$ cat config.mk
export PLATFORM = sky130hd
export DESIGN_NAME = system_info_regs
export DESIGN_NICKNAME = d
export VERILOG_FILES = /design/src/logic/soc_bus_pkg.sv /design/src/logic/system_info_regs.sv
export VERILOG_INCLUDE_DIRS = /design/src /design/src/include
export SDC_FILE = /design/constraint.sdc
export NUM_CORES = 1
export LEC_CHECK = 0
export BUFFER_PORTS_ARGS = -buffer_cell sky130_fd_sc_hd__clkbuf_2
export CORE_UTILIZATION = 49
export DETAILED_ROUTE_END_ITERATION = 16
export GPL_ROUTABILITY_DRIVEN = 1
export PLACE_DENSITY = 0.78
export RECOVER_POWER = 25
export SYNTH_ARGS = -nofsm -noshare
export SYNTH_HDL_FRONTEND = slang
export SYNTH_SLANG_ARGS = --single-unit
export TNS_END_PERCENT = 20
$ cat constraint.sdc
create_clock -name i_clk -period 4.2 [get_ports i_clk]
set_clock_uncertainty 0.15 [all_clocks]
set_input_delay 0.84 -clock i_clk [delete_from_list [all_inputs] [get_ports i_clk]]
set_output_delay 0.84 -clock i_clk [all_outputs]
set_load 0.05 [all_outputs]
$ cat src/include/soc_bus_cfg.svh
`ifndef SOC_BUS_CFG_SVH
`define SOC_BUS_CFG_SVH

// bus widths, word addressed
`define SOC_ADDR_W 30
`define SOC_DATA_W 32
`define SOC_SEL_W 4

// region field of the word address, 8 MB per region
`define SOC_REGION_MSB 29
`define SOC_REGION_LSB 21

// region codes, sized to the region field
`define SOC_MEM_REGION 9'h000
`define SOC_INFO_REGION 9'h001

// switch/led port sits alone on one word
`define SOC_SWLED_ADDR 30'h0040_0001

// scratch memory index width in words
`define SOC_MEM_ADDR_W 10

// identification word of the simple device
`define SOC_INFO_ID 32'h2019_1028

`endif

$ cat src/logic/soc_bus_pkg.sv
`include "soc_bus_cfg.svh"

package soc_bus_pkg;

    // word address, data word and byte lanes
    typedef logic [`SOC_ADDR_W-1:0] bus_addr_t;
    typedef logic [`SOC_DATA_W-1:0] bus_data_t;
    typedef logic [`SOC_SEL_W-1:0]  bus_sel_t;

    // request from a master, or the merged one from the arbiter
    typedef struct packed {
        logic      cyc;
        logic      stb;
        logic      we;
        bus_addr_t addr;
        bus_data_t data;
        bus_sel_t  sel;
    } bus_req_t;

    // response back to a master
    typedef struct packed {
        logic      ack;
        logic      stall;
        logic      err;
        bus_data_t data;
    } bus_rsp_t;

    // response of one slave, none of them stall
    typedef struct packed {
        logic      ack;
        bus_data_t data;
    } slave_rsp_t;

    // which master port holds the bus
    typedef enum logic {
        OWNER_A,
        OWNER_B
    } arb_owner_t;

endpackage

$ cat src/logic/system_info_regs.sv
`timescale 1ns/1ps
`include "soc_bus_cfg.svh"

module system_info_regs (
    input  logic                    i_clk,
    input  logic                    i_rst_n,
    input  soc_bus_pkg::bus_req_t   i_req,
    input  logic                    i_stb,
    input  logic                    i_bus_fault,
    output soc_bus_pkg::slave_rsp_t o_rsp,
    output logic                    o_interrupt
);

    logic [3:0]                offset;
    logic                      ack_q;
    logic                      irq_q;
    soc_bus_pkg::bus_data_t    rd_data;
    soc_bus_pkg::bus_data_t    scratch;
    soc_bus_pkg::bus_data_t    power_cnt;
    soc_bus_pkg::bus_data_t    power_next;
    soc_bus_pkg::bus_addr_t    fault_addr;

    assign offset = i_req.addr[3:0];

    // control state: ack, interrupt bit, power counter
    always_ff @(posedge i_clk) begin
        if (!i_rst_n) begin
            ack_q     <= 1'b0;
            irq_q     <= 1'b0;
            power_cnt <= '0;
        end else begin
            ack_q     <= i_stb;
            power_cnt <= {power_cnt[31] | power_next[31], power_next[30:0]};
            if (i_stb && i_req.we && (offset == 4'h4)) begin
                irq_q <= i_req.data[0];
            end
        end
    end

    // bit 31 sticks once reached
    assign power_next = power_cnt + 1'b1;

    always_ff @(posedge i_clk) begin
        if (i_stb && i_req.we && (offset == 4'h1)) begin
            scratch <= i_req.data;
        end
        // address of the unmapped strobe on the bus right now
        if (i_bus_fault) begin
            fault_addr <= i_req.addr;
        end
        if (i_stb) begin
            case (offset)
                4'h0:    rd_data <= `SOC_INFO_ID;
                4'h1:    rd_data <= scratch;
                4'h2:    rd_data <= {fault_addr, 2'b00};
                4'h3:    rd_data <= power_cnt;
                4'h4:    rd_data <= {31'h0, irq_q};
                default: rd_data <= '0;
            endcase
        end
    end

    assign o_rsp.ack   = ack_q;
    assign o_rsp.data  = rd_data;
    assign o_interrupt = irq_q;

endmodule

# --- After elaboration in Yosys (flattened, before gate mapping) ---
# Index checks and enable logic that the tools add are counted.
classes:
  bitwise_logic: 1
  order_cmp: 0
  n_eq_ne: 4
  n_shift: 0
  mul: 0
  reduce_logical: 4
  n_div: 0
  mux: 1
  add_sub_neg: 1
op_table:
  columns: ["operator", "n"]
  rows:
  - ["$pmux 32 s5", 1]
  - ["$add 32x1->32 const B", 1]
  - ["$eq 4x2->1 const B", 2]
  - ["$eq 4x1->1 const B", 1]
  - ["$eq 4x3->1 const B", 1]
  - ["$logic_not 4->1", 1]
  - ["$logic_and 1x1->1", 3]
  - ["$or 1x1->1", 1]
word_totals:
  rom_bits: 0
  output_inout_bits: 34
  mem_count: 0
  word_cells: 17
  latch_bits: 0
  ff_bits: 128
  mem_bits_rw: 0

# --- Logic depth before layout (Yosys ltp) ---
# Gate-level depths: netlist of run 1.
depth:
  depth_word: 2
  ltp_mapped: 6
  mapped_depth_nobuf: 5

# --- Least setup slack after synthesis of run 1 ---
# Ideal clock, no wire load.
synth_timing:
  path_type: "input port to flip-flop"
  from: "in i_req[36] (netlist name)"
  to: "reg scratch[0] (enable)"
  path_buffers: 2
  t_required_ns: 3.589
  setup_slack_ns: -0.340
  arrival_ns: 3.929
  stages: 4
  path_cell_list: "clkbuf_1 -> buf_1 -> nand2_1 -> nor3_1"
synth_via:
  elab_chain_len: 2
synth_lines:
  columns: ["item", "line_no", "rtl"]
  rows:
  - ["start: declaration", "system_info_regs.sv:7", "input soc_bus_pkg::bus_req_t i_req,"]
  - ["$eq 4x1->1", "system_info_regs.sv:44", "if (i_stb && i_req.we && (offset == 4'h1)) begin"]
  - ["$logic_and 1x1->1", "system_info_regs.sv:44", null]
  - ["end signal: assignment", "system_info_regs.sv:45", "scratch <= i_req.data;"]
  - ["end: declaration", "system_info_regs.sv:18", "soc_bus_pkg::bus_data_t scratch;"]
# No other way between the ends.
# A chain may end at the register's enable or synchronous reset.

# --- Worst setup path after layout of run 1 ---
layout_timing:
  from: "in i_req[36] (netlist name)"
  to: "reg scratch[10] (enable)"
# The elaborated chain is that of the path after synthesis.

==> results of run 1 <==
layer usage:
layer	track usage [%]	vias up	part of all wire, %
met5	0	-	0
met4	9.46	0	1.0
met3	5.74	10	5.4
met2	35.4	111	51
met1	25.9	1744	42
li1	-	1703	-
final timing paths:
| path | cells past startpoint | slack, ns | to | from |
|---|---|---|---|---|
| setup / recovery | 4 | 1.20 | scratch[10] | i_req[36] |
| hold reg to reg | 1 | 0.32 | power_cnt[31] | power_cnt[31] |
| hold / removal | 1 | 0.32 | power_cnt[31] | power_cnt[31] |
| setup reg to reg | 4 | 1.80 | power_cnt[21] | power_cnt[2] |
registers in the layout (all words and copies together) (netlist names):
name and count:
scratch 32, power_cnt 32, o_interrupt 1, rd_data 32
fault_addr 30, ack_q 1
through the flow:
step           hold slack (ns)  instance area [sq um]  std cells  utilization [%]  setup slack (ns)
5_1_grt                  0.321                   6320        640             61.5              1.04
3_5_place_dp             0.304                   5810        609             56.5              1.40
6_report                 0.317                   6320        640             61.5              1.20
4_1_cts                  0.317                   6330        640             61.6              1.82
3_3_place_gp             0.302                   5810        609             56.5              1.45
2_1_floorplan            0.285                   5190        390                -             0.638
cell families (layout without fill, tap and decap cells):
| kind of cell | count (synthesis) | count (layout) | share of synthesized area, % |
|---|---|---|---|
| flip-flops | 128 | 128 | 67.6 |
| AND/OR/NAND/NOR | 118 | 118 | 12.2 |
| AO/OA/AOI/OAI | 72 | 72 | 8.93 |
| multiplexers | 34 | 34 | 7.12 |
| buffers and inverters | 26 | 140 | 2.05 |
| XOR/XNOR | 11 | 11 | 1.86 |
| adder cells (fa/ha/maj) | 1 | 1 | 0.241 |
area by class of cell:
| cell class | count | area share, % |
|---|---|---|
| inverter | 4 | 0.238 |
| clock buffer | 19 | 6.68 |
| multi-input combinational | 236 | 25.1 |
| sequential | 128 | 55.5 |
| clock inverter | 12 | 1.53 |
| timing repair buffer | 105 | 8.32 |
| tap | 136 | 2.69 |
placed cells by master (no fill, tap or decap), types with 7 or more instances in the layout:
| cell type | netlist | routed |
|---|---|---|
| nor2_1 | 39 | 39 |
| o31ai_1 | 8 | 8 |
| mux2i_1 | 11 | 11 |
| nand2_1 | 13 | 13 |
| clkbuf_1 | 15 | 10 |
| clkbuf_2 | 0 | 93 |
| clkinv_2 | 0 | 7 |
| a21oi_1 | 21 | 21 |
| nand4_1 | 9 | 9 |
| edfxtp_1 | 94 | 94 |
| a22oi_1 | 23 | 23 |
| mux2_2 | 23 | 23 |
| clkbuf_16 | 0 | 16 |
| or4_1 | 9 | 9 |
| xor2_1 | 8 | 8 |
| dfxtp_1 | 34 | 34 |
| o21ai_0 | 12 | 12 |
| nand3_1 | 11 | 11 |
where the power goes:
group	leakage (nW)	switching, mW	internal [mW]	total (mW)
Combinational	0.888	0.133	0.0651	0.198
Clock	0.253	0.505	0.771	1.28
Sequential	1.19	0.0146	1.41	1.42
Total	2.33	0.652	2.24	2.90
==> flow_summary_export.csv, run 1 <==
group,metric,value,unit
sta,slew_violations,66,
routing,wire_per_inst,17.2,um
setup_path,cp_cell_sequence,"clkbuf_1 -> nand2_1 -> nor3_4 -> buf_4",
global_routing,overflow,0,
cts,clk_pin_slew,0.05,ns
layout,fin_nets,566,
global_routing,grt_start_max_net_pins,34,
routing,vias,3568,
setup_path,path_delay_family,"buffers and inverters",
global_routing,grt_pass1_vias,3531,
die,die-height,105,um
sta,min_period_over_period,71.4,%
run,max-cap-violations,2,
routing,wirelength,11.0,mm
synth,synth-main-ff-cell,"edfxtp_1",
setup_path,required,4.21,ns
sta,worst_pin_slew,1.92,ns
synth,synth_top_area_share,54.5,%
die,coreArea,10300,sq um
cts,holdBufCountCts,0,
placed_design,io_buffers,100,
synth,avgSynthCellArea,13.3,sq um
layout,drive_gt1_share,30.6,%
power,ir_drop,0.266,mV
setup_path,worstSetupPathType,"in -> reg",
die,rows,37,
routing,drt_iter0_markers,242,
setup_path,arrival,3.01,ns
global_routing,grtUsageTotal,21.3,%
cts,cts_resized,0,
cts,clk_latency,0.52,ns
layout,num-fill-cells,824,
setup_path,critPathSlowestCell,"clkbuf_1",
synth,synth_warnings,0,
synth,syn_inst,390,
die,io_pins,107,
synth,yosysMostFrequentCell,"edfxtp_1",
synth,syn_area,5180,sq um
layout,antenna_cells,0,
synth,ys_types,39,
setup_path,cp-start-kind,"primary input",
sta,hold_viol,0,
cts,cts_tree,"built",
die,die-width,105,um
sta,rsz0062_at_grt,"false",
synth,synthTopCellsByCount,"edfxtp_1, nor2_1, dfxtp_1, a22oi_1, mux2_2",
die,dieArea,11000,sq um
cts,clock_sinks,128,
run_status,violations,"capacitance limit, slew limit",
routing,drt-vias-per-instance,5.58,
layout,syn2layout_area_growth,21.9,%
cts,clockBufferDepth,2,
synth,synth-edff-count,94,
cts,cts-buffers-inserted,17,
sta,fmax,333,MHz
placed_design,gp_congestion,0.823,
setup_path,critical_path_buf_inv_count,2,
power,leakage,2.33,nW
run_status,outcome,"complete, but fails checks",
layout,multiInputGateArea,1580,sq um
global_routing,grt_pass1_wl,17.4,mm
routing,drc,0,
routing,final_antenna_net_count,0,
worst_hold_path,hp-class,"reg -> reg",
cts,htree_levels,4,
layout,seq_area,3500,sq um
global_routing,antenna_found_initial,0,
setup_path,endpoint_kind,"flop",
sta,relSlewSlack,-28.2,%
synth,async_reset_ff_share,0,%
power,power_density,458,nW/um^2
sta,fin_setup_tns,0,ns
synth,yosys-top-cells-area,"edfxtp_1, dfxtp_1, mux2_2",
cts,cts_setup_buffers,0,
routing,firstDrtPassIters,5,
setup_path,max_stage_delay,1.16,ns
synth,yosys_register_bits,128,
die,floorplan.initialDensity,50.4,%
sta,fin_crit,3.00,ns
cts,root_buffer,"clkbuf_8",
synth,yosysSeqAreaShare,67.6,%
sta,setup_viol,0,
power,fin_total_pwr,2.90,mW
synth,synth.net_count,464,
placed_design,place_hpwl,7.22,mm
setup_path,cp_max_fo,32,
synth,yosysTopAreaCell,"edfxtp_1",
No activity file was read; power rests on OpenSTA's default activity.
==> run 2, diff against run 1 <==
Settings changed: ABC_AREA from default to 1, CORE_UTILIZATION 49 to 54, PLACE_DENSITY 0.78 to 0.82.
Clock period 4.2 ns to 2.8 ns, I/O delays scaled along.
==> run 2 against run 1 <==
Effect of this change: first-iteration DRC count fell by 2.5%; sequential power is 50% higher; power rose by 56%; global-route usage rose by 3.4 points; worst setup slack got worse by 0.57 ns; sequential cell count stayed put; clock power increased by 70%; critical path depth is 2 lower; the flow still finishes with violations (capacitance limit, slew limit); wire length is 3.9% higher; hold slack got worse by 0.26 ns.
==> flow_summary_export.csv, run 2 <==
group,metric,value,unit
setup_path,max_stage_delay,1.40,ns
global_routing,grt_pass1_wl,18.4,mm
synth,syn_inst,491,
setup_path,r2r-start,"power_cnt[1]",
cts,cts_tree,"built",
global_routing,antenna_found_initial,0,
setup_path,path_delay_family,"buffers and inverters",
layout,syn2layout_area_growth,23.4,%
setup_path,ff2ff_path_depth,7,
worst_hold_path,hp-class,"in -> reg",
synth,syn_area,5230,sq um
setup_path,cp-start-kind,"primary input",
setup_path,required,2.76,ns
routing,drt-vias-per-instance,5.28,
cts,cts_setup_buffers,0,
synth,async_reset_ff_share,0,%
sta,min_period_over_period,77.3,%
worst_hold_path,min_from,"i_req[47]",
power,ir_drop,0.465,mV
cts,htree_levels,4,
run,max-cap-violations,1,
global_routing,grt_pass1_vias,3787,
cts,cts-buffers-inserted,17,
die,io_pins,107,
setup_path,cp.depth,2,
placed_design,dp_cells,712,
die,coreArea,9330,sq um
power,leakage,2.57,nW
power,fin_total_pwr,4.53,mW
routing,drt_iter0_markers,236,
routing,final_antenna_net_count,0,
setup_path,arrival,2.13,ns
cts,holdBufCountCts,0,
setup_path,timing.rr.end,"power_cnt[12]",
global_routing,grtUsageTotal,24.6,%
synth,ys_types,31,
synth,yosys_register_bits,128,
setup_path,critPathSlowestCell,"clkbuf_1",
worst_hold_path,hold_end,"fault_addr[11]",
routing,wirelength,11.5,mm
synth,synth-edff-count,94,
layout,finalNonFillerCells,744,
sta,rsz0062_at_grt,"false",
synth,yosysTopAreaCell,"edfxtp_1",
sta,post-route-worst-setup-slack,0.634,ns
cts,clockBufferDepth,2,
synth,synth.net_count,565,
synth,avgSynthCellArea,10.7,sq um
cts,clk_latency,0.52,ns
synth,synth_warnings,0,
setup_path,cp_cell_sequence,"clkbuf_2 -> clkbuf_1",
die,rows,35,
cts,root_buffer,"clkbuf_8",
placed_design,place_ws,0.684,ns
sta,fin_setup_tns,0,ns
sta,slew_violations,34,
synth,yosysMostFrequentCell,"nand2_1",
die,dieArea,10100,sq um
layout,antenna_cells,0,
synth,synth_top_area_share,54.0,%
sta,setup_viol,0,
synth,yosys-top-cells-area,"edfxtp_1, dfxtp_1, nand2_1",
placed_design,io_buffers,100,
setup_path,critical_path_buf_inv_count,2,
cts,clk_pin_slew,0.06,ns
routing,firstDrtPassIters,5,
sta,hold_viol,0,
placed_design,place_hpwl,7.54,mm
sta,fmax,462,MHz
power,power_density,702,nW/um^2
setup_path,cp_max_fo,33,
layout,final_common_cell,"nand2_1",
die,die-height,100,um
global_routing,overflow,0,
setup_path,reg2reg_slack,1.15,ns
layout,layout_common_cells,"nand2_1, edfxtp_1, clkbuf_2",
sta,relSlewSlack,-28.9,%
layout,drive_gt1_share,24.9,%
global_routing,grt_start_max_net_pins,34,
layout,reg_top3,"power_cnt x32, rd_data x32, scratch x32",
synth,yosysSeqAreaShare,67.0,%
routing,vias,3928,
sta,fin_crit,2.17,ns
worst_hold_path,hold_depth,1,
setup_path,endpoint_kind,"flop",
synth,synthTopCellsByCount,"nand2_1, edfxtp_1, nor2_1, dfxtp_1, inv_1",
run_status,outcome,"complete, but fails checks",
die,floorplan.initialDensity,56.1,%
cts,clock_sinks,128,
routing,drc,0,
cts,cts_resized,0,
run_status,violations,"capacitance limit, slew limit",
placed_design,gp_congestion,0.967,
routing,wire_per_inst,15.4,um
sta,worst_pin_slew,1.93,ns
setup_path,worstSetupPathType,"in -> reg",
die,die-width,100,um
synth,synth-main-ff-cell,"edfxtp_1",
layout,fin_nets,676,
run 2: changes by cell type in the layout (fill, tap and decap cells not counted), sizes merged, moves of 7 or more:
cell and delta:
nor4 -7, o211ai +10, inv +32, nand3 +18, mux2i -11, a22oi -23
or4 -9, nand2 +140, o31ai -8, mux2 -23, nor2 +33
run 2: per-layer routing:
layer,vias up,routed length (um),GRT usage [%]
met5,-,0,0
met4,0,152,10.9
met3,17,751,5.57
met2,173,5870,40.8
met1,1848,4690,31.0
li1,1890,-,-
run 2: worst max-delay path by stage:
stage | end | start | slack, ns
after global placement | scratch[28] | i_req[39] | 0.77
after floorplan | scratch[0] | i_req[39] | 0.02
final | rd_data[15] | i_stb | 0.63
after CTS | o_rsp[10] | rd_data[10] | 0.90
after global routing | rd_data[16] | i_stb | 0.52
after detailed placement | scratch[13] | i_req[39] | 0.68
run 2: cells by family after synthesis:
kind of cell / after synthesis / synth area share [%]
simple gates: 265 / 23.2
flops: 128 / 67.0
compound gates: 49 / 5.62
buf+inv: 46 / 3.61
xor+xnor: 2 / 0.335
fa+ha+maj: 1 / 0.239
run 2: cell type report:
class,count,area [sq um]
multi-input combinational,317,1550
sequential,128,3500
timing repair buffer,104,532
inverter,34,128
tap,129,161
clock inverter,14,168
fill,664,2870
clock buffer,18,418
run 2: where the power goes:
| part | total, mW | switching [mW] | internal [mW] |
|---|---|---|---|
| Combinational | 0.234 | 0.169 | 0.0654 |
| Clock | 2.17 | 0.813 | 1.35 |
| Sequential | 2.13 | 0.0225 | 2.11 |
run 2: per-stage QoR:
stage / hold slack [ns] / cell area (sq um) / util (%)
CTS: 0.0426 / 6470 / 69.3
floorplan: 0.267 / 5230 / -
global route: 0.0351 / 6450 / 69.2
global placement: 0.275 / 5880 / 63.0
finish: 0.0557 / 6450 / 69.2
detailed placement: 0.288 / 5880 / 63.0
==> run 3, diff against run 2 <==
Clock period 2.8 ns to 2.1 ns, I/O delays scaled along.
==> run 3 against run 2 <==
Effect of this change: the run now ends clean; clock-buffer cell count is the same; register-to-register slack lost 0.77 ns; design area up 9.9%; wire length increased by 16%; combinational power increased by 78%; hold slack improved by 0.070 ns; worst setup slack lost 0.35 ns; clock power increased by 32%; largest power group unchanged; highest routed layer unchanged.
==> flow_summary_export.csv, run 3 (synthesis results as in run 2) <==
group,metric,value,unit
run_status,outcome,"complete, no violations",
layout,seq_area,3500,sq um
setup_path,worstSetupPathType,"in -> reg",
setup_path,critPathSlowestCell,"dlygate4sd3_1",
setup_path,required,2.16,ns
worst_hold_path,min_from,"i_req[36]",
layout,fin_nets,742,
setup_path,cp_cell_sequence,"dlygate4sd3_1 -> clkbuf_2 -> nor2_2 -> nand3_1 -> nor2_4 -> buf_12",
setup_path,cp-start-kind,"primary input",
routing,wirelength,13.2,mm
die,die-width,100,um
routing,drt-vias-per-instance,5.30,
sta,fin_crit,1.82,ns
routing,wire_per_inst,16.3,um
die,dieArea,10100,sq um
sta,setup_viol,0,
placed_design,placed_area,5930,sq um
sta,hold_viol,0,
sta,min_period_over_period,86.5,%
power,leakage,2.86,nW
die,die-height,100,um
sta,slew_violations,0,
placed_design,place_hpwl,8.18,mm
die,rows,35,
placed_design,place_ws,0.328,ns
placed_design,dp_cells,718,
power,ir_drop,0.568,mV
routing,firstDrtPassIters,6,
setup_path,startpoint,"i_req[39]",
cts,root_buffer,"clkbuf_8",
cts,clockBufferDepth,2,
cts,clk_latency,0.51,ns
layout,antenna_cells,0,
layout,syn2layout_area_growth,35.7,%
layout,finalNonFillerCells,810,
power,power.share.clock,46.8,%
cts,htree_levels,4,
cts,cts_tree,"built",
setup_path,endpoint_kind,"flop",
sta,relSlewSlack,28.4,%
die,floorplan.initialDensity,56.1,%
cts,cts_resized,0,
setup_path,max_stage_delay,0.53,ns
global_routing,antenna_found_initial,0,
power,comb_power_share,6.8,%
cts,cts-buffers-inserted,17,
cts,clock_sinks,128,
power,power_density,864,nW/um^2
power,p_int,4.78,mW
setup_path,cp_max_fo,32,
routing,final_antenna_net_count,0,
sta,worst_pin_slew,1.07,ns
run,max-cap-violations,0,
global_routing,grt_pass1_wl,21.7,mm
global_routing,grtUsageTotal,28.7,%
placed_design,io_buffers,100,
layout,multiInputGateArea,1550,sq um
layout,num-fill-cells,568,
routing,vias,4292,
layout,layout_common_cells,"nand2_1, clkbuf_2, edfxtp_1",
power,switching_share,22.0,%
placed_design,gp_congestion,0.976,
layout,final_common_cell,"nand2_1",
setup_path,r2r-start,"power_cnt[1]",
global_routing,grt_pass1_vias,4517,
worst_hold_path,hp-class,"in -> reg",
power,seq_power_share,46.4,%
layout,drive_gt1_share,23.5,%
power,p_sw,1.35,mW
sta,fmax,550,MHz
die,io_pins,107,
layout,stdcell_area,7100,sq um
setup_path,arrival,1.87,ns
die,coreArea,9330,sq um
global_routing,overflow,0,
layout,reg_top3,"power_cnt x32, rd_data x32, scratch x32",
sta,rsz0062_at_grt,"false",
cts,clk_pin_slew,0.06,ns
sta,fin_setup_tns,0,ns
global_routing,grt_start_max_net_pins,33,
routing,drt_iter0_markers,357,
sta,post-route-worst-setup-slack,0.283,ns
routing,drc,0,
## run 3: changes by cell type in the layout (fill, tap and decap cells not counted)
cell / before / now
clkinv_4: 2 / 3
dlygate4sd3_1: 0 / 60
clkbuf_1: 8 / 7
clkbuf_2: 94 / 97
buf_4: 2 / 6
clkinv_2: 2 / 3
clkinvlp_4: 5 / 3
## run 3: cell type report
| class | count | area share [%] |
|---|---|---|
| sequential | 128 | 49.4 |
| tap | 129 | 2.27 |
| inverter | 34 | 1.80 |
| clock buffer | 18 | 5.89 |
| clock inverter | 14 | 2.35 |
| multi-input combinational | 317 | 21.8 |
| timing repair buffer | 170 | 16.5 |
## run 3: timing repair
| item | in CTS | in global routing |
|---|---|---|
| setup endpoints to repair | 0 | 0 |
| hold endpoints to repair | 60 | 0 |
| setup buffers | 0 | 0 |
| hold buffers | 60 | 0 |
## run 3: per-stage QoR
| step | total power, mW | hold slack [ns] | utilization, % |
|---|---|---|---|
| 2_1_floorplan | 3.06 | 0.267 | - |
| 3_3_place_gp | 3.20 | 0.278 | 63.5 |
| 3_5_place_dp | 3.21 | 0.294 | 63.5 |
| 4_1_cts | 6.12 | 0.0107 | 76.2 |
| 5_1_grt | 6.28 | 0.104 | 76.1 |
| 6_report | 6.13 | 0.125 | 76.1 |
## run 3: critical path: cells and delay by family
kind	cells	cell delay, ns
and+or+nand+nor	3	0.55
buffers and inverters	3	0.90
## run 3: layer usage
| layer | wire (um) | track usage (%) | share of wire [%] | vias to the layer above |
|---|---|---|---|---|
| met3 | 726 | 4.60 | 5.5 | 51 |
| li1 | - | - | - | 2018 |
| met1 | 5210 | 33.9 | 39 | 2018 |
| met2 | 6860 | 50.3 | 52 | 205 |
| met5 | 0 | 0 | 0 | - |
| met4 | 437 | 15.5 | 3.3 | 0 |
## run 3: final timing paths
path,end,slack [ns],cells after the start
setup / recovery,scratch[28],0.28,6
setup reg to reg,power_cnt[18],0.38,8
hold / removal,fault_addr[0],0.13,1
hold reg to reg,power_cnt[0],0.31,1
## run 3: power by group through the flow
stage	clock network, mW	registers [mW]	logic (mW)
6_report	2.87	2.84	0.417
4_1_cts	2.87	2.84	0.414
5_1_grt	2.99	2.85	0.444
2_1_floorplan	0	2.99	0.0734
3_5_place_dp	0	2.89	0.322
3_3_place_gp	0	2.89	0.311
